## config.mk

```make
export PLATFORM = sky130hd
export DESIGN_NAME = ioPorts
export DESIGN_NICKNAME = d
export VERILOG_FILES = /design/src/logic/datapath_pkg.sv /design/src/logic/ioPorts.sv
export VERILOG_INCLUDE_DIRS = /design/src /design/src/logic
export SDC_FILE = /design/constraint.sdc
export NUM_CORES = 1
export LEC_CHECK = 0
export BUFFER_PORTS_ARGS = -buffer_cell sky130_fd_sc_hd__buf_4
export CORE_MARGIN = 10
export CORE_UTILIZATION = 39
export CTS_CLUSTER_DIAMETER = 200
export CTS_CLUSTER_SIZE = 28
export DETAILED_ROUTE_END_ITERATION = 8
export HOLD_SLACK_MARGIN = 0.06
export PLACE_DENSITY = 0.87
export SETUP_SLACK_MARGIN = 0.4
export SLEW_MARGIN = 20
export SYNTH_ARGS = -nofsm -noshare
export SYNTH_HDL_FRONTEND = slang
export SYNTH_SLANG_ARGS = --single-unit
```

## constraint.sdc

```tcl
create_clock -name clk -period 0.8 [get_ports clk]
set_input_delay 0 -clock clk [delete_from_list [all_inputs] [get_ports clk]]
set_output_delay 0 -clock clk [all_outputs]
set_load 0.03 [all_outputs]
```

## src/logic/datapath_settings.svh

```systemverilog
`ifndef DATAPATH_SETTINGS_SVH
`define DATAPATH_SETTINGS_SVH

// Word width of the bus, registers, ports and memory words
`define DATA_WIDTH 32

// General purpose registers r0 to r15
`define REG_COUNT 16

// 512 words of RAM
`define MEM_ADDR_WIDTH 9

`endif
```

## src/logic/datapath_pkg.sv

```systemverilog
package datapath_pkg;

        // Encodings run from 0 in this order
        typedef enum logic [4:0] {
                ld, ldi, st,
                add, sub, andOp, orOp, xorOp, norOp, notOp, negOp,
                shr, shl, shra, ror, rol,
                inOp, outOp, halt
        } opcodeT;

        typedef struct packed {
                logic [3:0]  rc;
                logic [14:0] spare;
        } regFieldT;

        // Low 19 bits hold either rc or the constant
        typedef union packed {
                logic [18:0] constant;
                regFieldT    regs;
        } lowFieldT;

        typedef struct packed {
                opcodeT     opcode;
                logic [3:0] ra;
                logic [3:0] rb;
                lowFieldT   low;
        } instrFieldsT;

        typedef struct packed {
                logic   rIn;
                logic   rOut;
                logic   baOut;
                logic   gra;
                logic   grb;
                logic   grc;
                logic   marIn;
                logic   mdrIn;
                logic   mdrOut;
                logic   read;
                logic   write;
                logic   yIn;
                logic   zIn;
                logic   zLowOut;
                logic   pcIn;
                logic   pcOut;
                logic   incPc;
                logic   irIn;
                logic   cOut;
                logic   inPortOut;
                logic   outPortIn;
                opcodeT aluOp;
        } controlWordT;

endpackage

```

## src/logic/ioPorts.sv

```systemverilog
`include "datapath_settings.svh"

module ioPorts (
        input  logic                      clk,
        input  logic                      reset,
        input  datapath_pkg::controlWordT ctrl,
        input  logic [`DATA_WIDTH-1:0]    busData,
        input  logic [`DATA_WIDTH-1:0]    inPortData,
        output logic [`DATA_WIDTH-1:0]    inPortValue,
        output logic [`DATA_WIDTH-1:0]    outPortData,
        output logic                      outStrobe
);
        always_ff @(posedge clk) begin
                if (reset) begin
                        inPortValue <= '0;
                        outPortData <= '0;
                        outStrobe   <= 1'b0;
                end else begin
                        inPortValue <= inPortData;
                        if (ctrl.outPortIn)
                                outPortData <= busData;
                        // Strobe lines up with the new output value
                        outStrobe <= ctrl.outPortIn;
                end
        end

endmodule

```

==> results.md <==
* Status: finished with violations
* Violated checks: hold timing, setup timing
* Fill cell count at 353
* Reg area at approximately 1500 um2
* Number of antenna-violating nets in the routed design at 0
* DRT Wirelength at 6.15 mm
* Final nets at 400
* Worst hold start: inPortData[4]
* Max stage delay on crit path at 0.35 ns
* CP Class: reg -> out
* Syn Inst Count at about 170
* Tightest Pin Transition at 0.168 ns
* Clk slew on worst S/H paths at 0.07 ns
* Clk_lat worst skew at 0.32 ns
* Final core utilization at 73.1%
* Final Hold Vio Count at 64
* Non-Filler Instances at roughly 380
* GRT Total Usage at between 10% and 20%
* H-tree levels at 3
* Die width at around 90 um
* Vias at 1637
* CTS sink count at 65
* CTS tree: yes
* Syn Nets at 265
* Crit. End Element: primary output
* Min Tclk post-route at around 0.81 ns
* Yosys reg bits at 65
* Router iterations before antenna repair at 4
* RSZ-0062 raised after global routing: true
* Core ar. at a little over 5000 um2
* Initial antenna violation count at 0
* Initial Util at about two fifths
* Warnings, synthesis at 0
* Max IR drop VDD at approximately 1.3 mV
* Delay-heaviest family, CP: flip-flops
* Remaining DRCs at 0
* Vias per cell at approximately 4.3
* Multi-input gate area at between 600 and 700 um2
* Crit-path max FO at 2
* Crit path launch type: flip-flop
* Critical-path cell list: buf_6
* Grt ovf at 0
* PwrDens at between 2000 and 2500 nW/um2
* Initial DRC Count at 37
* # port buffers at 131
* DP Cell Count at 367
* Setup violators final at 10
* Unique cell type count in the Yosys netlist at 8
* CP Buf/Inv Count at 1
* Pre-CTS setup slack at 0.0281 ns
* Worst min-delay path category: in -> reg
* Clock tree buffer depth at 2
* Slowest-stage cell, CP: dfxtp_4
* # rows at 26
* Relative slew slack at 88.5%
* Register area share after synthesis at a little under two thirds
* Total Power at 7.75 mW
* CTS root buf: clkbuf_8
* Fin crit share at 101%
* Synth Cell Area at 2050 um2
* ANT cells at 0
* Area growth, synth to finish at 81.8%
* Clock skew at 0 ns
* Max Slew Vio Count at 0
* IO Pins at ~160
* Worst setup path start: outPortData[21]$_SDFFE_PP0P_
* Die Area at 8570 um2
* Vias in the first global route at roughly 1800
* Final WS setup at -0.00863 ns
* Chip height at 92.6 um
* First-pass GRT wire length at a little under 10 mm
* TNS Setup at -0.0363 ns
* Syn Area/Cell at 11.9 um2
* Leakage Power at 1.74 nW
* Reg2reg start: outPortData[21]$_SDFFE_PP0P_
* Pin count of the biggest net entering global routing at 34
* Max-cap viol count at 0
* DP Wirelength at 4.58 mm
* Worst Path Required at 0.80 ns
* Hold slack final at -0.117 ns
* Num CTS Buffers at 9
* Critical path arrival at 0.81 ns
* Post-CTS setup buffers at 0
* Final GP Congestion at 0.694
* Share of layout cells above drive strength 1 at a little over two thirds
* Wire per inst at ~16 um
* Fmax at 1.24 GHz
cells in the final DEF, fill, tap and decap left out:
cell type,synthesis,layout
buf_12,3,3
buf_4,0,67
buf_6,1,65
clkbuf_16,0,2
clkbuf_8,0,11
clkinv_2,0,2
dfxtp_2,0,33
dfxtp_4,0,32
inv_4,0,1
mux2i_1,32,28
mux2i_2,0,3
mux2i_4,0,1
nor2_1,32,32
nor2b_1,33,33
cells by family after synthesis:
family	share of synthesized area [%]
buffers and inverters	5.12
muxes	15.6
DFF	63.4
and+or+nand+nor	15.9
report_power, final:
group	switching, mW	internal [mW]	leakage (nW)
Sequential	0.108	3.40	0.569
Combinational	0.666	0.714	1.06
Clock	1.20	1.66	0.116
Total	1.97	5.78	1.74
registers in the layout, summed over array words and instances (netlist names):
name and count:
inPortValue 32, outStrobe 1, outPortData 32
cell type report:
| class | instances | share of cell area (%) |
|---|---|---|
| Clock inverter | 3 | 0.436 |
| Timing Repair Buffer | 135 | 34.7 |
| Clock buffer | 13 | 5.40 |
| Tap cell | 70 | 2.35 |
| Multi-Input combinational cell | 97 | 18.0 |
| Sequential cell | 65 | 39.2 |
synth_stat cells, drive strengths merged:
master | instances | area share, %
nor2b | 33 | 10
nor2 | 32 | 5.9
dfxtp | 65 | 63
mux2i | 32 | 16
clkbuf | 1 | 0.18
buf | 10 | 4.9
worst paths after layout:
check / endpoint / cells past startpoint / slack, ns
max: outPortData[21] / 1 / -0.009
min: inPortValue[4]$_SDFF_PP0_ / 2 / -0.12
max reg2reg: outPortData[21]$_SDFFE_PP0P_ / 2 / 0.13
min reg2reg: outPortData[1]$_SDFFE_PP0P_ / 2 / 0.51
through the flow:
stage          hold WS (ns)  area, um2
6_report             -0.117       3730
5_1_grt              -0.127       3730
4_1_cts              -0.130       3710
3_5_place_dp          0.214       3250
3_3_place_gp          0.208       3250
2_1_floorplan         0.128       2240
timing repair:
item | 4_1_cts | 5_1_grt
endpoints found under the setup margin | 97 | 97
endpoints found under the hold margin | 64 | 64
pin swaps | 0 | 2
resized for setup | 65 | 5
per-layer routing:
layer	wire length, um	share of wire, %	GRT usage (%)
met1	2180	35	13.9
met2	3340	54	26.8
met3	561	9.1	6.54
met4	69	1.1	4.63
met5	0	0	0
Note: power is estimated with default switching activity, not from simulation.
