===== config.mk =====
export PLATFORM = sky130hd
export DESIGN_NAME = instructionPath
export DESIGN_NICKNAME = d
export VERILOG_FILES = /design/src/logic/datapath_pkg.sv /design/src/logic/instructionPath.sv
export VERILOG_INCLUDE_DIRS = /design/src /design/src/logic
export SDC_FILE = /design/constraint.sdc
export NUM_CORES = 1
export LEC_CHECK = 0
export BUFFER_PORTS_ARGS = -buffer_cell sky130_fd_sc_hd__buf_2
export CORE_ASPECT_RATIO = 1.1
export CORE_MARGIN = 2
export CORE_UTILIZATION = 43
export CTS_CLUSTER_SIZE = 20
export DETAILED_ROUTE_END_ITERATION = 7
export GPL_ROUTABILITY_DRIVEN = 0
export PLACE_DENSITY = 0.79
export RECOVER_POWER = 25
export SYNTH_ARGS = -nofsm -noshare
export SYNTH_HDL_FRONTEND = slang
export SYNTH_SLANG_ARGS = --single-unit

===== constraint.sdc =====
create_clock -name clk -period 2.1 [get_ports clk]
set_clock_uncertainty 0.2 [all_clocks]
set_input_delay 0.315 -clock clk [delete_from_list [all_inputs] [get_ports clk]]
set_output_delay 0.315 -clock clk [all_outputs]
set_load 0.05 [all_outputs]

===== src/logic/datapath_settings.svh =====
`ifndef DATAPATH_SETTINGS_SVH
`define DATAPATH_SETTINGS_SVH

// Word width of the bus, registers, ports and memory words
`define DATA_WIDTH 32

// General purpose registers r0 to r15
`define REG_COUNT 16

// 512 words of RAM
`define MEM_ADDR_WIDTH 9

`endif

===== src/logic/datapath_pkg.sv =====
package datapath_pkg;

        // Encodings run from 0 in this order
        typedef enum logic [4:0] {
                ld, ldi, st,
                add, sub, andOp, orOp, xorOp, norOp, notOp, negOp,
                shr, shl, shra, ror, rol,
                inOp, outOp, halt
        } opcodeT;

        typedef struct packed {
                logic [3:0]  rc;
                logic [14:0] spare;
        } regFieldT;

        // Low 19 bits hold either rc or the constant
        typedef union packed {
                logic [18:0] constant;
                regFieldT    regs;
        } lowFieldT;

        typedef struct packed {
                opcodeT     opcode;
                logic [3:0] ra;
                logic [3:0] rb;
                lowFieldT   low;
        } instrFieldsT;

        typedef struct packed {
                logic   rIn;
                logic   rOut;
                logic   baOut;
                logic   gra;
                logic   grb;
                logic   grc;
                logic   marIn;
                logic   mdrIn;
                logic   mdrOut;
                logic   read;
                logic   write;
                logic   yIn;
                logic   zIn;
                logic   zLowOut;
                logic   pcIn;
                logic   pcOut;
                logic   incPc;
                logic   irIn;
                logic   cOut;
                logic   inPortOut;
                logic   outPortIn;
                opcodeT aluOp;
        } controlWordT;

endpackage


===== src/logic/instructionPath.sv =====
`include "datapath_settings.svh"

module instructionPath (
        input  logic                      clk,
        input  logic                      reset,
        input  datapath_pkg::controlWordT ctrl,
        input  logic                      start,
        input  logic [`DATA_WIDTH-1:0]    regData,
        input  logic [`DATA_WIDTH-1:0]    zLow,
        input  logic [`DATA_WIDTH-1:0]    mdrData,
        input  logic [`DATA_WIDTH-1:0]    inPortValue,
        output logic [`DATA_WIDTH-1:0]    busData,
        output datapath_pkg::instrFieldsT instr
);
        import datapath_pkg::*;

        localparam int ConstWidth = 19;

        logic [`DATA_WIDTH-1:0] pc;
        logic [`DATA_WIDTH-1:0] constExt;
        instrFieldsT            ir;

        always_ff @(posedge clk) begin
                if (reset || start)
                        pc <= '0;
                else if (ctrl.pcIn)
                        pc <= busData;
                else if (ctrl.incPc)
                        pc <= pc + 1'b1;
        end

        always_ff @(posedge clk) begin
                if (reset)
                        ir <= '0;
                else if (ctrl.irIn)
                        ir <= instrFieldsT'(busData);
        end

        assign constExt = {{(`DATA_WIDTH-ConstWidth){ir.low.constant[ConstWidth-1]}},
                           ir.low.constant};

        // Bus source mux, the sequencer asserts at most one out strobe
        always_comb begin
                if (ctrl.rOut || ctrl.baOut)
                        busData = regData;
                else if (ctrl.zLowOut)
                        busData = zLow;
                else if (ctrl.mdrOut)
                        busData = mdrData;
                else if (ctrl.pcOut)
                        busData = pc;
                else if (ctrl.cOut)
                        busData = constExt;
                else if (ctrl.inPortOut)
                        busData = inPortValue;
                else
                        busData = '0;
        end

        assign instr = ir;

endmodule


==> run summary <==
PWR
--------------------------------------------------------------------------------------------
Proportion of power drawn by combinational gates                                       38.8%
Power density over the cells                                                     565 nW/um^2
Internal power                                                                       2.82 mW
Fraction of power consumed by sequential logic                                         30.4%
Clock Power Share                                                                      30.8%
Worst IR Drop VDD                                                                 0.000364 V
P_leak                                                                               3.21 nW
Net Sw Power                                                                         1.64 mW
Fraction of power spent switching nets                                                 36.8%

WORST SETUP PATH
--------------------------------------------------------------------------------------------
Endpoint of the worst-slack reg-to-reg timing path                              pc[16]$_SDFFE_PP0P_
CP endpoint kind                                                                 output port
Series of cell instances along the critical path                                a21oi_4 > buf_6 > a221o_1 > a31oi_4 > buf_6
Setup slack of the most critical reg-to-reg path                                       10 ps
Maximum fanout count along the critical path                                               8
Slowest stage delay, CP                                                               360 ps
Critical path's slowest cell                                                         dfxtp_4
Most prevalent standard cell on the critical path                                      buf_6
Worst Setup Path Type                                                           flop to output port
Crit path DAT                                                                        1670 ps
Startpoint class of the critical path                                                   flop
Launch instance of the worst register-to-register path                          pc[0]$_SDFFE_PP0P_
Required @ worst endpoint                                                            1580 ps
Number of cell instances on the worst register-to-register path                            7

PLACED DESIGN
--------------------------------------------------------------------------------------------
Placed cell count                                                                        965
Post-detail-place hpwl                                                          13,900 microns
PortBufs                                                                                 204

GRT
--------------------------------------------------------------------------------------------
Final global-route overflow total                                                          0
Via count of the first global-routing pass                                             6,163
Global router's overall resource usage                                                 33.8%
First-pass GRT wire length                                                      30,400 microns
Initial antenna violation count                                                            1
Pin count of the biggest net entering global routing                                      36

SYNTHESIS
--------------------------------------------------------------------------------------------
Largest family of logic cells by synthesized area                               simple AND/OR/NAND/NOR gates
Warnings, synthesis                                                                        0
Post-Synth Adder-Cell Area                                                            0.275%
Xor-xnor portion of the synthesized cell area                                          4.42%
Basic-gate share of the synthesized area counting and, or, nand and nor cells          27.8%
Mean instance size in the synthesized netlist                                     7.64 sq um
EDFF count, synth                                                                          0
Async set or reset register ratio after synthesis                                         0%
Fraction of the yosys area taken by sequential cells                                   28.1%
Main flop type after synthesis                                                       dfxtp_1
Post-synthesis cell area                                                          4550 sq um
Syn Nets                                                                                 754
Share of synthesized area spent on multiplexers                                        7.25%
Area fraction in compound gates after synthesis                                        24.8%
Cell count after synthesis                                                               596
Flop and latch count out of synthesis                                                     64
Number of unique standard cell types used by synthesis                                    44

FINAL LAYOUT
--------------------------------------------------------------------------------------------
Layout cells sized above 1                                                             49.8%
Most common library cell in the layout ignoring fill and taps                          buf_2
Final-layout fill cell count                                                             687
Net count reported at finish                                                           1,016
Area Growth Syn to Fin                                                                 73.8%
Layout Cells excl Fill                                                                 1,007
Most frequent cells in the layout                                               buf_2, buf_4, nor2_1

CLOCK NETWORK
--------------------------------------------------------------------------------------------
CTS H-Tree Depth                                                                           3
Cts hold-fix bufs                                                                          0
Number of sinks on the clock net                                                          64
Total clock buffers created by CTS                                                         9
Buffer type at the clock tree root                                                 clkbuf_16
Clock tree buffer depth                                                                    2
TritonCTS clock tree                                                                    done
Worst-path clk slew                                                                    60 ps
Source-to-sink clock delay at the later pin of the worst-skew pair                    340 ps

TIMING
--------------------------------------------------------------------------------------------
Final worst slack                                                                   -85.8 ps
Final critical path time including I/O delays and setup                              2190 ps
Slew headroom                                                                          58.6%
Worst-margin pin slew                                                                 624 ps
Final hold violations                                                                      0
Slew Viols, Final                                                                          0
Final-report setup violation count                                                        14
RSZ-0062 raised after global routing                                                    true
Final-layout setup total negative slack                                              -476 ps
Achievable clock frequency                                                           457 MHz
Post-route clock period utilization                                                     104%

ROUTE
--------------------------------------------------------------------------------------------
Number of remaining DRC errors                                                             0
Met1 wire length                                                                7630 microns
Drt pass-1 iters                                                                           5
Met2 Routed Length                                                              10,200 microns
Antenna-violating nets left                                                                0
Initial DRC Count                                                                        549
Post-detailed-routing wire length                                               21,500 microns
Number of vias after detailed routing                                                  6,255
WL met3                                                                         1880 microns
Via-per-instance ratio                                                                  6.21
Wirelength per Cell                                                             21.3 microns
Highest signal layer in the routed design                                               met4

MIN PATH
--------------------------------------------------------------------------------------------
Hold Path Sink                                                                  instr[3]$_SDFFE_PP0P_
Startpoint of the worst hold path                                                      reset
Cells on Worst Hold Path                                                                   2
Path type of the worst min-delay path                                           primary input to flop

FLOORPLAN
--------------------------------------------------------------------------------------------
Core footprint                                                                  10,300 sq um
Die extent in y                                                                  112 microns
Initial Util                                                                           44.0%
Top-Level Pins                                                                           221
Placement Rows                                                                            39
Die area                                                                        11,400 sq um
Die outline width                                                                102 microns

RUN STATUS
--------------------------------------------------------------------------------------------
Result of the run                                                               finished with violations
Failing checks                                                                  setup timing

JOB
--------------------------------------------------------------------------------------------
Number of max-cap violations                                                               0

worst max path at each step:
stage                           startpoint  cells after the start  slack (ps)           to
CTS                 instr[18]$_SDFFE_PP0P_                      5        -110  busData[28]
global placement                  ctrl[10]                      6        -190  busData[27]
finish              instr[18]$_SDFFE_PP0P_                      5         -90  busData[28]
detailed placement                ctrl[12]                      6        -230   busData[2]
floorplan                         ctrl[10]                      5        -0.7  busData[22]
global route        instr[18]$_SDFFE_PP0P_                      5        -110  busData[20]
flip-flops by register name, summed over array words and instances (netlist names):
register and cells:
instr 32, pc 32
metal layers:
layer  track usage (%)  up-vias
met4              25.2        0
met5                 0        -
li1                  -     2739
met1              37.7     2917
met2              56.4      454
met3              6.03      145
power by group through the flow:
stage	Sequential [mW]	Clock, mW	Combinational, mW
3_3_place_gp	1.37	0	1.42
3_5_place_dp	1.37	0	1.45
6_report	1.36	1.38	1.73
5_1_grt	1.36	1.42	1.80
2_1_floorplan	1.53	0	0.762
4_1_cts	1.35	1.37	1.63
cell families after synthesis:
group	count (synthesis)
xor gates and xnor gates	23
AOI/OAI and AO/OA	174
buffers and inverters	88
muxes	33
adders and majority gates	1
and+or+nand+nor	213
DFF	64
stage by stage:
stage | setup slack [ps] | hold slack, ps | area [sq um] | utilization [%] | total power, mW
floorplan | -0.718 | 218 | 5050 | - | 2.29
global placement | -195 | 269 | 6770 | 65.4 | 2.79
detailed placement | -227 | 276 | 6770 | 65.4 | 2.82
CTS | -108 | 86.1 | 7600 | 73.5 | 4.35
global route | -110 | 85.5 | 7910 | 76.5 | 4.59
finish | -85.8 | 85.6 | 7910 | 76.5 | 4.47
cells in the mapped netlist (2+ instances only):
cell type | instances | area share, %
dfxtp_1 | 64 | 28
nor2_1 | 54 | 4.5
o21ai_0 | 53 | 5.8
clkbuf_1 | 49 | 4.0
nand2_1 | 42 | 3.5
a21oi_1 | 37 | 4.1
a31oi_1 | 33 | 4.5
mux2i_1 | 33 | 7.3
nand3b_1 | 32 | 5.3
inv_1 | 31 | 2.6
a221o_1 | 29 | 6.4
or4b_2 | 29 | 6.4
xnor2_1 | 21 | 4.0
nand3_1 | 12 | 1.3
nor3_1 | 10 | 1.1
a211oi_1 | 8 | 1.3
nand4_1 | 8 | 1.1
and3_1 | 6 | 0.82
buf_1 | 5 | 0.41
nor2b_1 | 4 | 0.55
buf_2 | 3 | 0.33
nor3b_1 | 3 | 0.49
nor4_1 | 3 | 0.41
a2111o_1 | 2 | 0.49
a311oi_1 | 2 | 0.38
o211ai_1 | 2 | 0.33
o31ai_1 | 2 | 0.33
o41ai_1 | 2 | 0.38
xor2_1 | 2 | 0.38
repair_timing:
action,CTS,global route
endpoints found under the hold margin,0,0
pin swaps,18,32
setup endpoints to repair,32,34
gates cloned,1,1
gates resized for setup,179,51
buffers inserted,4,21
cell type report:
| class | instances | area (sq um) | share of cell area, % |
|---|---|---|---|
| inverter | 31 | 121 | 1.53 |
| timing repair buffer | 308 | 2280 | 28.8 |
| clock buffer | 13 | 250 | 3.16 |
| tap | 143 | 179 | 2.26 |
| sequential | 64 | 1320 | 16.7 |
| multi-input combinational | 444 | 3740 | 47.3 |
| antenna | 1 | 2.50 | 0.0316 |
| clock inverter | 3 | 17.5 | 0.221 |
critical path: cells and delay by family, from the launching register on:
family	cells	cell delay (ps)
flip-flops	1	360
buffers and inverters	2	330
AO/OA/AOI/OAI	3	640
Note: power is estimated with default switching activity, not from simulation.
