File: config.mk
export PLATFORM = sky130hd
export DESIGN_NAME = controlSequencer
export DESIGN_NICKNAME = d
export VERILOG_FILES = /design/src/logic/datapath_settings.svh /design/src/logic/datapath_pkg.sv /design/src/logic/controlSequencer.sv
export SDC_FILE = /design/constraint.sdc
export NUM_CORES = 1
export LEC_CHECK = 0
export ABC_CLOCK_PERIOD_IN_PS = 2370
export BUFFER_PORTS_ARGS = -buffer_cell sky130_fd_sc_hd__buf_2
export CELL_PAD_IN_SITES_DETAIL_PLACEMENT = 0
export CELL_PAD_IN_SITES_GLOBAL_PLACEMENT = 1
export CORE_AREA = 2 2 56 58
export CTS_CLUSTER_SIZE = 24
export DETAILED_ROUTE_END_ITERATION = 6
export DIE_AREA = 0 0 58 60
export PLACE_DENSITY = 0.79
export SLEW_MARGIN = 20
export SYNTH_ARGS = -nofsm -noshare
export SYNTH_HDL_FRONTEND = slang
export SYNTH_SLANG_ARGS = --single-unit
File: constraint.sdc
create_clock -name clk -period 2.37 [get_ports clk]
set_input_delay 0.1185 -clock clk [delete_from_list [all_inputs] [get_ports clk]]
set_output_delay 0.1185 -clock clk [all_outputs]
set_load 0.03 [all_outputs]
File: src/logic/datapath_settings.svh
`ifndef DATAPATH_SETTINGS_SVH
`define DATAPATH_SETTINGS_SVH

// Word width of the bus, registers, ports and memory words
`define DATA_WIDTH 32

// General purpose registers r0 to r15
`define REG_COUNT 16

// 512 words of RAM
`define MEM_ADDR_WIDTH 9

`endif
File: src/logic/datapath_pkg.sv
package datapath_pkg;

        // Encodings run from 0 in this order
        typedef enum logic [4:0] {
                ld, ldi, st,
                add, sub, andOp, orOp, xorOp, norOp, notOp, negOp,
                shr, shl, shra, ror, rol,
                inOp, outOp, halt
        } opcodeT;

        typedef struct packed {
                logic [3:0]  rc;
                logic [14:0] spare;
        } regFieldT;

        // Low 19 bits hold either rc or the constant
        typedef union packed {
                logic [18:0] constant;
                regFieldT    regs;
        } lowFieldT;

        typedef struct packed {
                opcodeT     opcode;
                logic [3:0] ra;
                logic [3:0] rb;
                lowFieldT   low;
        } instrFieldsT;

        typedef struct packed {
                logic   rIn;
                logic   rOut;
                logic   baOut;
                logic   gra;
                logic   grb;
                logic   grc;
                logic   marIn;
                logic   mdrIn;
                logic   mdrOut;
                logic   read;
                logic   write;
                logic   yIn;
                logic   zIn;
                logic   zLowOut;
                logic   pcIn;
                logic   pcOut;
                logic   incPc;
                logic   irIn;
                logic   cOut;
                logic   inPortOut;
                logic   outPortIn;
                opcodeT aluOp;
        } controlWordT;

endpackage

File: src/logic/controlSequencer.sv
module controlSequencer (
        input  logic                      clk,
        input  logic                      reset,
        input  logic                      start,
        input  datapath_pkg::instrFieldsT instr,
        output datapath_pkg::controlWordT ctrl,
        output logic                      halted,
        output logic                      idle
);
        import datapath_pkg::*;

        logic       running;
        logic [2:0] step;
        logic       lastStep;
        logic       haltStep;

        always_comb begin
                ctrl     = '0;
                lastStep = 1'b0;
                haltStep = 1'b0;
                if (running && step < 3'd3) begin
                        // Fetch T0 to T2
                        ctrl.pcOut  = (step == 3'd0);
                        ctrl.marIn  = (step == 3'd0);
                        ctrl.incPc  = (step == 3'd0);
                        ctrl.read   = (step == 3'd1);
                        ctrl.mdrIn  = (step == 3'd1);
                        ctrl.mdrOut = (step == 3'd2);
                        ctrl.irIn   = (step == 3'd2);
                end else if (running) begin
                        case (instr.opcode)
                                ld, ldi, st: begin
                                        case (step)
                                                3'd3: begin
                                                        ctrl.grb   = 1'b1;
                                                        ctrl.baOut = 1'b1;
                                                        ctrl.yIn   = 1'b1;
                                                end
                                                3'd4: begin
                                                        ctrl.cOut  = 1'b1;
                                                        ctrl.zIn   = 1'b1;
                                                        ctrl.aluOp = add;
                                                end
                                                3'd5: begin
                                                        ctrl.zLowOut = 1'b1;
                                                        ctrl.gra     = (instr.opcode == ldi);
                                                        ctrl.rIn     = (instr.opcode == ldi);
                                                        ctrl.marIn   = (instr.opcode != ldi);
                                                        lastStep     = (instr.opcode == ldi);
                                                end
                                                3'd6: begin
                                                        // ld reads RAM, st puts Ra into MDR
                                                        ctrl.mdrIn = 1'b1;
                                                        ctrl.read  = (instr.opcode == ld);
                                                        ctrl.gra   = (instr.opcode == st);
                                                        ctrl.rOut  = (instr.opcode == st);
                                                end
                                                default: begin
                                                        ctrl.mdrOut = (instr.opcode == ld);
                                                        ctrl.gra    = (instr.opcode == ld);
                                                        ctrl.rIn    = (instr.opcode == ld);
                                                        ctrl.write  = (instr.opcode == st);
                                                        lastStep    = 1'b1;
                                                end
                                        endcase
                                end
                                add, sub, andOp, orOp, xorOp, norOp, notOp, negOp,
                                shr, shl, shra, ror, rol: begin
                                        case (step)
                                                3'd3: begin
                                                        ctrl.grb  = 1'b1;
                                                        ctrl.rOut = 1'b1;
                                                        ctrl.yIn  = 1'b1;
                                                end
                                                3'd4: begin
                                                        ctrl.grc   = 1'b1;
                                                        ctrl.rOut  = 1'b1;
                                                        ctrl.zIn   = 1'b1;
                                                        ctrl.aluOp = instr.opcode;
                                                end
                                                default: begin
                                                        ctrl.zLowOut = 1'b1;
                                                        ctrl.gra     = 1'b1;
                                                        ctrl.rIn     = 1'b1;
                                                        lastStep     = 1'b1;
                                                end
                                        endcase
                                end
                                inOp: begin
                                        ctrl.inPortOut = 1'b1;
                                        ctrl.gra       = 1'b1;
                                        ctrl.rIn       = 1'b1;
                                        lastStep       = 1'b1;
                                end
                                outOp: begin
                                        ctrl.gra       = 1'b1;
                                        ctrl.rOut      = 1'b1;
                                        ctrl.outPortIn = 1'b1;
                                        lastStep       = 1'b1;
                                end
                                // halt and unused encodings stop the machine
                                default: haltStep = 1'b1;
                        endcase
                end
        end

        always_ff @(posedge clk) begin
                if (reset) begin
                        running <= 1'b0;
                        step    <= '0;
                        halted  <= 1'b0;
                end else if (!running) begin
                        if (start) begin
                                running <= 1'b1;
                                step    <= '0;
                                halted  <= 1'b0;
                        end
                end else if (haltStep) begin
                        running <= 1'b0;
                        step    <= '0;
                        halted  <= 1'b1;
                end else if (lastStep) begin
                        step <= '0;
                end else begin
                        step <= step + 1'b1;
                end
        end

        assign idle = !running;

endmodule

==> results_dict.tcl, run 1 <==
set metrics [dict create \
    status "finished clean" \
    grt_pass1_wl_um 3180 \
    ir_worst_vdd_mv 0.281 \
    io_pins 63 \
    crit_fanout 6 \
    cp-start-kind "flip-flop" \
    synth-simple-area-share_pct 38.2 \
    synth_cell_types 35 \
    track_usage_pct 11.8 \
    mostFrequentLayoutCells "buf_2, nor2_1, nand2_1" \
    dp_hpwl_um 1560 \
    fin_tns_setup_ps 0 \
    cts_buffers 3 \
    r2r_setup_slack_ps 540 \
    clk_path_buf_depth 2 \
    ant_nets 0 \
    hold_violations 0 \
    crit_path_end_kind "output pin" \
    synth_mux_area_share_pct 0 \
    grt-ovfl-total 0 \
    cts_root_buf "clkbuf_4" \
    die_w_um 58 \
    hp-class "in -> reg" \
    synth_xor_area_share_pct 0 \
    die_area_um2 3480 \
    max_freq_ghz 0.456 \
    ys.warnings.count 0 \
    p_leak_nw 0.435 \
    worstPathRequired_ps 2250 \
    hold-worst-slack_ps 67.1 \
    area_delta_synth_final_pct 29.1 \
    drc 0 \
    n_antenna_cell 0 \
    grt_pass1_vias 731 \
    cp.arrival_ps 2080 \
    holdBufCountCts 0 \
    dr.pass1.iters 4 \
    cts_sinks 5 \
    tritoncts "done" \
    netlist_area_um2 688 \
    core_area_um2 2900 \
    syn_avg_cell_area_um2 7.09 \
    wl_per_cell_um 12.0 \
    start_util_pct 23.7 \
    setup_violations 0 \
    async_reset_ff_share_pct 0 \
    cts_resized 0 \
    finalNetCount 170 \
    rows 20 \
    synth-compound-area-share_pct 26.0 \
    seq_area_frac_synth_pct 14.5 \
    worstSetupPathType "reg -> out" \
    wl_um 1940 \
    clk_latency_ps 250 \
    final_common_cell "buf_2" \
    synth_top_family_by_area "simple AND/OR/NAND/NOR gates" \
    vias 794 \
    maxSlewHeadroom_pct 53.0 \
    rsz0062_at_grt "no" \
    ys_ff_latch 5 \
    drv_slew 0 \
    period_minus_slack_ps 2190 \
    clk_pin_slew_ps 50 \
    antenna_found_initial 0 \
    tightest_slew_ps 701 \
    grt_max_degree 11 \
    max-cap-violations 0 \
    synth_edf_count 0 \
    cts_setup_buffers 0 \
    synthAdderAreaFrac_pct 9.09 \
    fin_skew_ps 1.01 \
    final.period_utilization_pct 92.6 \
    htree_levels 1 \
    netlist_instances 97 \
    viasPerCell 4.90 \
    drtIter0Drc 35 \
    numPortBuffers 33 \
    die_h_um 60 \
    drive_gt1_share_pct 37.2 \
    gp_congestion 0.765 \
    power_density_nw_per_um2 312 \
    synth_ff_type "dfxtp_1" \
]
[registers in the layout (all words and copies together), names as in the netlist]
| register | flops |
|---|---|
| halted | 1 |
| running | 1 |
| step | 3 |
[cell type report]
cell class | instances | area [µm²]
fill | 332 | 2010
multi-input combinational | 79 | 517
timing repair buffer | 34 | 175
sequential | 5 | 103
tap | 33 | 41.3
clock buffer | 4 | 26.3
inverter | 7 | 26.3
[stage by stage]
stage	area [µm²]	cells	power (mW)	setup WS (ps)	utilization, %
2_1_floorplan	692	98	0.157	93.1	-
3_3_place_gp	852	158	0.173	287	29.4
3_5_place_dp	852	158	0.175	288	29.4
4_1_cts	878	162	0.279	6.88	30.3
5_1_grt	888	162	0.294	34.3	30.6
6_report	888	162	0.277	176	30.6
[cell usage after synthesis, drive strengths merged, types with 2 or more instances]
cell type | count | area, µm²
a21oi | 4 | 27.5
o31ai | 4 | 30.0
buf | 7 | 53.8
nand2b | 2 | 12.5
nand3 | 3 | 15.0
and3 | 4 | 30.0
inv | 7 | 26.3
and2 | 5 | 31.3
dfxtp | 5 | 100
o21ai | 2 | 10.0
o21a | 2 | 15.0
or4b | 2 | 27.5
nand2 | 8 | 30.0
ha | 5 | 62.6
nor3 | 5 | 25.0
nor2 | 17 | 71.3
a211oi | 2 | 20.0
o21bai | 2 | 15.0
[critical path, stage by stage (launching register included)]
cell	delay, ps
dfxtp_2	380
inv_1	80
ha_1	240
o31a_1	360
o31ai_2	230
nand2_1	80
a221oi_1	250
buf_4	210
[per-layer routing]
metal	track usage [%]	share of wire (%)
met5	0	0
met4	6.98	2.4
met3	2.38	7.5
met2	17.4	42
met1	15.9	48
[cell families (layout without fill, tap and decap cells)]
| family | count (synthesis) | after routing |
|---|---|---|
| AND/OR/NAND/NOR | 49 | 49 |
| AO/OA/AOI/OAI | 23 | 23 |
| buffers and inverters | 14 | 45 |
| adder cells (fa/ha/maj) | 5 | 5 |
| flip-flops | 5 | 5 |
| other | 1 | 2 |
[path summary, 6_finish.rpt]
check / endpoint / cells past startpoint / startpoint
setup reg to reg: step[1] / 6 / step[2]
hold reg to reg: step[0] / 2 / step[0]
hold / removal: running / 2 / reset
setup / recovery: ctrl[25] / 7 / step[0]
[where the power goes]
| group | internal [mW] | switching (mW) | total (mW) |
|---|---|---|---|
| Sequential | 0.0880 | 0.00595 | 0.0939 |
| Combinational | 0.0254 | 0.0552 | 0.0806 |
| Clock | 0.0639 | 0.0383 | 0.102 |
| Total | 0.177 | 0.0995 | 0.277 |
No activity file was read; power rests on OpenSTA's default activity.
==> inputs of run 2 (changes only) <==
--- a/config.mk
+++ b/config.mk
@@ -14,6 +14,7 @@
 export DETAILED_ROUTE_END_ITERATION = 6
 export DIE_AREA = 0 0 58 60
 export PLACE_DENSITY = 0.79
+export REMOVE_ABC_BUFFERS = 1
 export SLEW_MARGIN = 20
 export SYNTH_ARGS = -nofsm -noshare
 export SYNTH_HDL_FRONTEND = slang
==> results_dict.tcl, run 2 (same netlist as run 1, synthesis figures left out) <==
set metrics [dict create \
    dpl.cell_count 159 \
    grt-ovfl-total 0 \
    cts_sinks 5 \
    clk_pin_slew_ps 50 \
    status "finished clean" \
    total_power_uw 281 \
    crit_path_end_kind "output pin" \
    placed_area_um2 860 \
    rows 20 \
    dr.pass1.iters 4 \
    cp.arrival_ps 2110 \
    grt_pass1_vias 694 \
    fin_tns_setup_ps 0 \
    grt_max_degree 11 \
    p_leak_nw 0.440 \
    setup_violations 0 \
    post-route-util_pct 30.9 \
    die_h_um 60 \
    instances_no_fill 163 \
    antenna_found_initial 0 \
    clk_path_buf_depth 2 \
    max-cap-violations 0 \
    core_area_um2 2900 \
    hp-class "in -> reg" \
    tritoncts "done" \
    fillCellCount 324 \
    area_delta_synth_final_pct 30.2 \
    crit_fanout 6 \
    start_util_pct 23.7 \
    cts_root_buf "clkbuf_4" \
    worstPathRequired_ps 2250 \
    largest_reg_flops 3 \
    track_usage_pct 11.7 \
    period_minus_slack_ps 2220 \
    final_common_cell "buf_2" \
    finalNetCount 171 \
    mostFrequentLayoutCells "buf_2, nor2_1, nand2_1" \
    worstSetupPathType "reg -> out" \
    hold-worst-slack_ps 67.7 \
    io_pins 63 \
    die_w_um 58 \
    numPortBuffers 33 \
    pre_cts_slack_ps 244 \
    hold_violations 0 \
    rsz0062_at_grt "no" \
    fin_ws_ps 145 \
    fin_area_um2 896 \
    final.period_utilization_pct 93.9 \
    cts_buffers 3 \
    vias 785 \
    multi_input_area_um2 517 \
    drive_gt1_share_pct 37.7 \
    gp_congestion 0.816 \
    wl_per_cell_um 12.1 \
    largest_register "step" \
    max_freq_ghz 0.450 \
    htree_levels 1 \
    drc 0 \
    drv_slew 0 \
    fin_skew_ps 0.501 \
    power_density_nw_per_um2 314 \
    drtIter0Drc 58 \
    ir_worst_vdd_mv 0.170 \
    cp-start-kind "flip-flop" \
    clk_latency_ps 250 \
    regArea_um2 103 \
    largestRegisters "step (3), halted (1), running (1)" \
    wl_um 1970 \
    n_antenna_cell 0 \
    die_area_um2 3480 \
    dp_hpwl_um 1650 \
    viasPerCell 4.82 \
    grt_pass1_wl_um 3200 \
    ant_nets 0 \
]
## run 2: what timing repair did
action	CTS	global route
hold buffers	0	0
setup endpoints to repair	1	2
gates resized for setup	1	3
buffers inserted	0	0
## run 2: path summary, 6_finish.rpt
kind	start	slack, ps	end	cells after the start
setup / recovery	step[0]	150	ctrl[25]	7
hold / removal	reset	70	running	2
setup reg to reg	step[2]	550	step[1]	6
hold reg to reg	step[1]	500	step[1]	2
## run 2: routing by layer
layer  wire, µm  up-vias  global-route usage, %
met4         25        0                   3.99
met1        898      351                   15.3
li1           -      400                      -
met3        173        3                   2.16
met2        870       31                   19.5
met5          0        -                      0
## run 2: cell type report
class,instances,share of cell area (%)
clock buffers,4,2.93
inverters,7,2.93
multi-input cells,79,57.7
flip-flops and latches,5,11.5
well taps,33,4.61
repair buffers,35,20.4
## run 2: critical path, stage by stage (launching register included)
cell	delay, ps
dfxtp_2	380
inv_1	70
ha_1	240
o31a_1	360
o31ai_2	250
nand2_1	80
a221oi_1	260
buf_4	210
## run 2: power by group
group	switching, mW	internal, mW
registers	0.00565	0.0880
clock network	0.0406	0.0640
logic	0.0562	0.0265
total	0.102	0.178
