`src/logic/datapath_settings.svh`:
```
`ifndef DATAPATH_SETTINGS_SVH
`define DATAPATH_SETTINGS_SVH

// Word width of the bus, registers, ports and memory words
`define DATA_WIDTH 32

// General purpose registers r0 to r15
`define REG_COUNT 16

// 512 words of RAM
`define MEM_ADDR_WIDTH 9

`endif
```
`src/logic/datapath_pkg.sv`:
```
package datapath_pkg;

        // Encodings run from 0 in this order
        typedef enum logic [4:0] {
                ld, ldi, st,
                add, sub, andOp, orOp, xorOp, norOp, notOp, negOp,
                shr, shl, shra, ror, rol,
                inOp, outOp, halt
        } opcodeT;

        typedef struct packed {
                logic [3:0]  rc;
                logic [14:0] spare;
        } regFieldT;

        // Low 19 bits hold either rc or the constant
        typedef union packed {
                logic [18:0] constant;
                regFieldT    regs;
        } lowFieldT;

        typedef struct packed {
                opcodeT     opcode;
                logic [3:0] ra;
                logic [3:0] rb;
                lowFieldT   low;
        } instrFieldsT;

        typedef struct packed {
                logic   rIn;
                logic   rOut;
                logic   baOut;
                logic   gra;
                logic   grb;
                logic   grc;
                logic   marIn;
                logic   mdrIn;
                logic   mdrOut;
                logic   read;
                logic   write;
                logic   yIn;
                logic   zIn;
                logic   zLowOut;
                logic   pcIn;
                logic   pcOut;
                logic   incPc;
                logic   irIn;
                logic   cOut;
                logic   inPortOut;
                logic   outPortIn;
                opcodeT aluOp;
        } controlWordT;

endpackage

```
`src/logic/registerFile.sv`:
```
`include "datapath_settings.svh"

module registerFile (
        input  logic                      clk,
        input  logic                      reset,
        input  datapath_pkg::controlWordT ctrl,
        input  datapath_pkg::instrFieldsT instr,
        input  logic [`DATA_WIDTH-1:0]    busData,
        output logic [`DATA_WIDTH-1:0]    regData
);
        localparam int SelWidth = $clog2(`REG_COUNT);

        logic [`DATA_WIDTH-1:0] regs [`REG_COUNT];
        logic [SelWidth-1:0]    sel;

        // Select and encode from the IR fields
        always_comb begin
                if (ctrl.gra)
                        sel = instr.ra;
                else if (ctrl.grb)
                        sel = instr.rb;
                else if (ctrl.grc)
                        sel = instr.low.regs.rc;
                else
                        sel = '0;
        end

        always_ff @(posedge clk) begin
                if (reset) begin
                        for (int i = 0; i < `REG_COUNT; i++)
                                regs[i] <= '0;
                end else if (ctrl.rIn) begin
                        regs[sel] <= busData;
                end
        end

        // r0 acts as a zero base for address arithmetic
        assign regData = (ctrl.baOut && sel == '0) ? '0 : regs[sel];

endmodule

```
`config.mk`:
```
export PLATFORM = sky130hd
export DESIGN_NAME = registerFile
export DESIGN_NICKNAME = d
export VERILOG_FILES = /design/src/logic/datapath_pkg.sv /design/src/logic/registerFile.sv
export VERILOG_INCLUDE_DIRS = /design/src /design/src/logic
export SDC_FILE = /design/constraint.sdc
export NUM_CORES = 1
export LEC_CHECK = 0
export ABC_CLOCK_PERIOD_IN_PS = 6400
export CAP_MARGIN = 40
export CORE_MARGIN = 5
export CORE_UTILIZATION = 33
export DETAILED_ROUTE_END_ITERATION = 10
export DONT_BUFFER_PORTS = 1
export MAX_ROUTING_LAYER = met4
export PLACE_DENSITY = 0.57
export SETUP_SLACK_MARGIN = 0.2
export SLEW_MARGIN = 5
export SYNTH_ARGS = -nofsm -noshare
export SYNTH_HDL_FRONTEND = slang
export SYNTH_SLANG_ARGS = --single-unit
export TNS_END_PERCENT = 10
```
`constraint.sdc`:
```
create_clock -name clk -period 6.4 [get_ports clk]
set_clock_uncertainty 0.2 [all_clocks]
set_input_delay 0 -clock clk [delete_from_list [all_inputs] [get_ports clk]]
set_output_delay 0 -clock clk [all_outputs]
set_load 0.02 [all_outputs]
```
==> metrics.txt, run 1 <==
run status finished, final reports clean; Mapped Nets 1,687; number of standard cells after synthesis 1,595; Total GRT Usage 0.1594; combinational cell fraction of total power 0.109; root buffer cell clkbuf_16; distinct cell type count of the synthesized netlist 45; slew at the pin with the worst max-slew slack 0.9420 ns; TNS Setup 0 ns; required arrival time at the worst endpoint 6.20 ns; Layout Nets 1,708; RSZ-0062 raised after global routing false; routed len/inst 23.22 um; critical path endpoint category output port; sequential cell area fraction in the yosys report 0.6506; cell depth of the worst min-delay path 1; switching part of the total power 0.2367; internal power 5.998 mW; slowest cell on the critical path buf_4; post-synthesis adder-cell area fraction 0; number of buffer and inverter instances along the worst setup path 3; XOR/XNOR share of the synthesized area 0; worst endpoint data arrival time 3.20 ns; largest reg by FF count regs; synthesized area 23,630 um2; total number of clock tree sinks 512; number of buffers inserted during clock tree synthesis 54; peak per-stage delay on the critical path 0.68 ns; signed area change from the synthesized netlist to the final layout 14.47%; share of the synthesized area in compound gates (AO/OA/AOI/OAI) 0.04628; YS warnings 0; core region area 71,240 um2; core utilization of the finished layout 0.3797; classification of the worst setup path in -> out; top_reg_cell synth edfxtp_1; mean number of vias per cell 5.063; main combinational cell family by area after synthesis simple AND/OR/NAND/NOR gates; max cap viols 0; first-pass GRT wire length 90.44 mm; max FFs per register 512; DRC Markers 0; Critical Path Most Common Cell buf_4; share of power burned in the clock network 0.390; switching pwr 1.860 mW; hold path startpoint reset; number of DRC markers in iteration 0 1,043; Port Buffers 0; GRT overflow 0; count of flip-flops with a built-in enable after synthesis 512; maximum root-to-sink buffer count 3; number of hold violations in the final report 0; Die Outline Area 77,060 um2; Worst Hold End regs[15][12]; Total Wirelength 60.57 mm; Avg Inst Size Synth 14.82 um2; I/O pin cnt 124; areal power density over the cells 290.5 nW/um2; post-CTS resize count 0; number of global-route vias before repair 13,760; standby leakage power 9.247 nW; part of the cycle the worst path needs 0.5317; Cell Chain, Critical Path and3b_1 -> o21a_4 -> buf_4 -> buf_4 -> mux4_2 -> a22oi_2 -> o311ai_1 -> buf_4; max-slew violation count 0; number of synthesized register bits 512; post-layout minimum cycle time 3.403 ns; total of endpoints with negative setup slack in the final report 0; floorplan row count 98; tightest slew margin relative to the limit 0.3705; proportion of synthesized area in mux cells 0.09218; CTS tree yes; kind of start point of the critical path input pin; largest net degree at the start of global routing 133; remaining antenna violation count 0; family of cells with the greatest summed delay on the critical path buffers and inverters; Final HPWL DP 37.31 mm; weighted congestion reported at the end of routability-driven placement 0.7656; Tightest Hold Check Type in -> reg; Peak VDD IR 0.2116 mV; share of flip-flops with an asynchronous set or reset after synthesis 0; length of the first detailed-routing pass in iterations 5; top flop regs regs x512; initial antenna violation count 6; share of post-route cells with drive strength above 1 0.1792; via count of the routed design 13,210; largest fanout of any net on the critical path 49; clock slew at the register clock pins of the worst setup and hold paths 0.06 ns; register share of total power 0.501; maximum level of the CTS H-tree 2; DIE HEIGHT 277.6 um; synthesized-area fraction occupied by and/or/nand/nor cells 0.1814; DIE WIDTH 277.6 um; highest clock rate 293.9 MHz; initial core utilization 0.3317
## logic make-up (layout without fill, tap and decap cells)
kind of cell / count (synthesis) / after routing
AOI/OAI and AO/OA: 119 / 119
DFF: 512 / 512
and+or+nand+nor: 726 / 726
muxes: 97 / 97
buffers and inverters: 141 / 203
other: 0 / 2
## power groups by stage
stage / Clock, mW / Sequential (mW) / Combinational (mW)
after floorplan: 0 / 3.99 / 0.561
after global placement: 0 / 4.00 / 0.759
after detailed placement: 0 / 4.01 / 0.822
after CTS: 3.13 / 3.94 / 0.878
after global routing: 3.27 / 3.96 / 0.920
final: 3.06 / 3.94 / 0.855
## layout make-up
type | count | area, um2
Multi-Input combinational cell | 942 | 7667
Clock buffer | 68 | 1425
Clock inverter | 29 | 275.3
Fill cell | 6546 | 44190
Antenna cell | 2 | 5.005
Sequential cell | 512 | 15370
Timing Repair Buffer | 105 | 1111
Tap cell | 950 | 1189
Inverter | 1 | 3.754
## layer usage
layer  global-route usage  up-vias  routed length [um]
met5                    -        -                   0
met4              0.04057        0                1374
met1               0.2035     6814               25510
met2               0.2671      364               30420
met3              0.02718      107                3273
li1                     -     5925                   -
## cells in the mapped netlist (2+ instances only)
library cell / n / area, um2
and2_1: 514 / 3216
a31oi_1: 2 / 12.51
mux2i_1: 2 / 20.02
a211oi_1: 33 / 247.7
a22oi_2: 29 / 362.9
buf_1: 2 / 7.510
o311ai_1: 31 / 271.5
nand2b_1: 2 / 12.51
a22oi_1: 3 / 22.52
and3b_1: 2 / 17.52
a21o_1: 2 / 15.01
nor3b_1: 31 / 232.7
mux4_2: 86 / 1937
or2_2: 16 / 100.1
nor2b_1: 4 / 25.02
buf_4: 2 / 15.01
and3_1: 31 / 193.9
nor2_1: 21 / 78.83
nand2_1: 98 / 367.9
edfxtp_1: 512 / 15370
a21oi_1: 4 / 20.02
o211a_1: 2 / 20.02
nand3b_1: 3 / 22.52
nand3_1: 4 / 20.02
buf_6: 5 / 56.30
clkbuf_1: 89 / 334.1
a2111oi_0: 2 / 17.52
buf_12: 4 / 80.08
buf_2: 36 / 180.2
mux4_1: 8 / 210.2
## metrics by stage
| step | area [um2] | cells | worst slack (ns) | total power [mW] | hold slack (ns) |
|---|---|---|---|---|---|
| after global routing | 27050 | 2609 | 2.755 | 8.150 | 0.02684 |
| final | 27050 | 2609 | 2.997 | 7.858 | 0.05922 |
| after detailed placement | 25020 | 2477 | 2.909 | 4.834 | 0.002650 |
| after CTS | 27050 | 2607 | 2.912 | 7.947 | 0.02564 |
| after floorplan | 23630 | 1595 | 4.190 | 4.553 | -0.001847 |
| after global placement | 24470 | 2435 | 2.510 | 4.760 | -0.0004752 |
## placed cells by master (no fill, tap or decap), types with 3 or more instances in the layout
master and count:
o311ai_1 31, bufinv_16 5, and3_1 31, clkinv_1 14, mux4_1 8, buf_16 5
clkbuf_16 55, mux4_2 86, nor3b_1 31, nor2b_1 4, dlygate4sd3_1 33, buf_4 29
or2_2 16, nand3b_1 3, and2_1 514, a22oi_2 29, buf_2 22, edfxtp_1 512
a21oi_1 4, clkinv_2 7, clkbuf_1 13, a211oi_1 33, nor2_2 9, nor2_4 10
nand3_1 4, nand2_1 97, buf_12 15, a22oi_1 3
## timing repair
item                      CTS  global route
setup buffers               0             0
hold endpoints to repair  796             0
hold buffers               33             0
## worst max path at each step
stage          startpoint           to  slack [ns]  cells past startpoint
2_1_floorplan    ctrl[21]   regs[3][0]        4.19                      8
3_5_place_dp     ctrl[21]  regData[21]        2.91                      8
5_1_grt          ctrl[21]  regData[21]        2.76                      8
3_3_place_gp     ctrl[21]  regData[21]        2.51                      8
6_report         ctrl[21]  regData[21]        3.00                      8
4_1_cts          ctrl[21]  regData[13]        2.91                      8
No activity file was read; power rests on OpenSTA's default activity.
==> run 2: changes to the inputs <==
ABC_CLOCK_PERIOD_IN_PS = 3200   (was 6400)
clock period = 3.2 ns   (was 6.4 ns; I/O delays follow)
==> metrics.txt, run 2 (synthesis gave the netlist of run 1 again) <==
run status finished, final reports clean; Final Worst Setup Slack 0.5201 ns; Total GRT Usage 0.1698; combinational cell fraction of total power 0.111; core region area 71,240 um2; total number of clock tree sinks 512; initial antenna violation count 8; largest reg by FF count regs; max-slew violation count 0; number of cells in the finished layout apart from fillers 2,634; classification of the worst setup path in -> out; total of endpoints with negative setup slack in the final report 0; GRT overflow 0; number of buffer and inverter instances along the worst setup path 3; share of post-route cells with drive strength above 1 0.1914; Die Outline Area 77,060 um2; Final HPWL DP 36.77 mm; RSZ-0062 raised after global routing false; number of DRC markers in iteration 0 1,047; post-CTS resize count 0; internal power 12.28 mW; maximum level of the CTS H-tree 2; floorplan row count 98; Hold Worst Slack 0.2353 ns; initial core utilization 0.3317; routed wire length on met2 32.17 mm; mean number of vias per cell 5.117; TNS Setup 0 ns; final-layout fill cell count 6,599; weighted congestion reported at the end of routability-driven placement 0.7587; highest clock rate 373.2 MHz; largest net degree at the start of global routing 71; hold path startpoint reset; clock slew at the register clock pins of the worst setup and hold paths 0.06 ns; required arrival time at the worst endpoint 3.00 ns; timing startpoint of the critical path ctrl[21]; switching part of the total power 0.2345; critical path endpoint category output port; most common cell after layout, fill and taps aside and2_1; standby leakage power 9.374 nW; placed instance count 2,499; Power Total 16.04 mW; Max Used Layer met4; kind of start point of the critical path input pin; part of the cycle the worst path needs 0.8375; share of power burned in the clock network 0.397; switching pwr 3.761 mW; slew at the pin with the worst max-slew slack 0.8651 ns; Layout Nets 1,729; Total Wirelength 64.61 mm; DRC Markers 0; top flop regs regs x512; slowest cell on the critical path mux4_2; Peak VDD IR 0.4159 mV; tightest slew margin relative to the limit 0.4142; remaining antenna violation count 0; Cell Chain, Critical Path and3b_1 -> o21a_4 -> buf_12 -> buf_4 -> mux4_2 -> nand2_1 -> o311ai_1 -> buf_4; Tightest Hold Check Type in -> reg; max cap viols 0; wire length the detailed router placed on met1 27.15 mm; routed len/inst 24.53 um; sequential cell area 15,370 um2; I/O pin cnt 124; family of cells with the greatest summed delay on the critical path buffers and inverters; total area of multi-input combinational cells 7667 um2; post-layout minimum cycle time 2.680 ns; largest fanout of any net on the critical path 26; peak per-stage delay on the critical path 0.52 ns; signed area change from the synthesized netlist to the final layout 15.43%; DIE WIDTH 277.6 um; maximum root-to-sink buffer count 3; areal power density over the cells 587.9 nW/um2; via count of the routed design 13,480; DIE HEIGHT 277.6 um; number of hold violations in the final report 0; worst endpoint data arrival time 2.48 ns; commonest non-fill, non-tap cells in the layout 514 x and2_1, 512 x edfxtp_1, 97 x nand2_1; Critical Path Most Common Cell buf_4; Post-Place Setup Slack 0.4872 ns; met3 wire length 3.632 mm; Port Buffers 0; number of global-route vias before repair 13,770; length of the first detailed-routing pass in iterations 5; root buffer cell clkbuf_16; CTS tree yes; max FFs per register 512; number of buffers inserted during clock tree synthesis 53; register share of total power 0.491; first-pass GRT wire length 94.87 mm
-- run 2: cell types whose count changed in the layout (fill, tap and decap cells not counted), moves of 2 or more --
cell,delta
clkbuf_1,-7
buf_16,-5
buf_12,+2
bufinv_16,+4
diode_2,+5
clkinv_1,+3
buf_2,-19
buf_4,+45
-- run 2: final cells by class --
| type | instances | share of cell area |
|---|---|---|
| Multi-Input combinational cell | 942 | 0.2811 |
| Inverter | 1 | 0.0001376 |
| Sequential cell | 512 | 0.5636 |
| Antenna cell | 7 | 0.0006422 |
| Clock inverter | 35 | 0.01505 |
| Tap cell | 950 | 0.04358 |
| Clock buffer | 60 | 0.05036 |
| Timing Repair Buffer | 127 | 0.04550 |
-- run 2: through the flow --
step | util | instance area [um2]
after CTS | 0.3826 | 27260
after detailed placement | 0.3530 | 25150
after floorplan | - | 23630
after global routing | 0.3829 | 27270
final | 0.3829 | 27280
after global placement | 0.3528 | 25130
-- run 2: path summary, 6_finish.rpt --
| kind | endpoint | slack (ns) | cells past startpoint |
|---|---|---|---|
| max | regData[19] | 0.52 | 8 |
| min | regs[11][3] | 0.24 | 4 |
-- run 2: metal layers --
layer / GRT usage / vias to the layer above
li1: - / 5965
met1: 0.2148 / 7017
met2: 0.2865 / 400
met3: 0.02693 / 97
met4: 0.04679 / 0
met5: - / -
-- run 2: timing repair --
item	4_1_cts	5_1_grt
hold buffers	33	0
endpoints found under the hold margin	1003	0
setup buffers	0	0
-- run 2: worst min-delay path, delay by kind of cell --
kind	cells	cell delay, ns
simple gates	4	0.82
-- run 2: power by group through the flow --
stage / sequential (mW) / combinational, mW / clock [mW]
detailed placement: 8.02 / 1.70 / 0
global placement: 8.00 / 1.69 / 0
CTS: 7.88 / 1.82 / 6.50
finish: 7.88 / 1.78 / 6.37
floorplan: 7.98 / 1.12 / 0
global route: 7.91 / 1.90 / 6.80
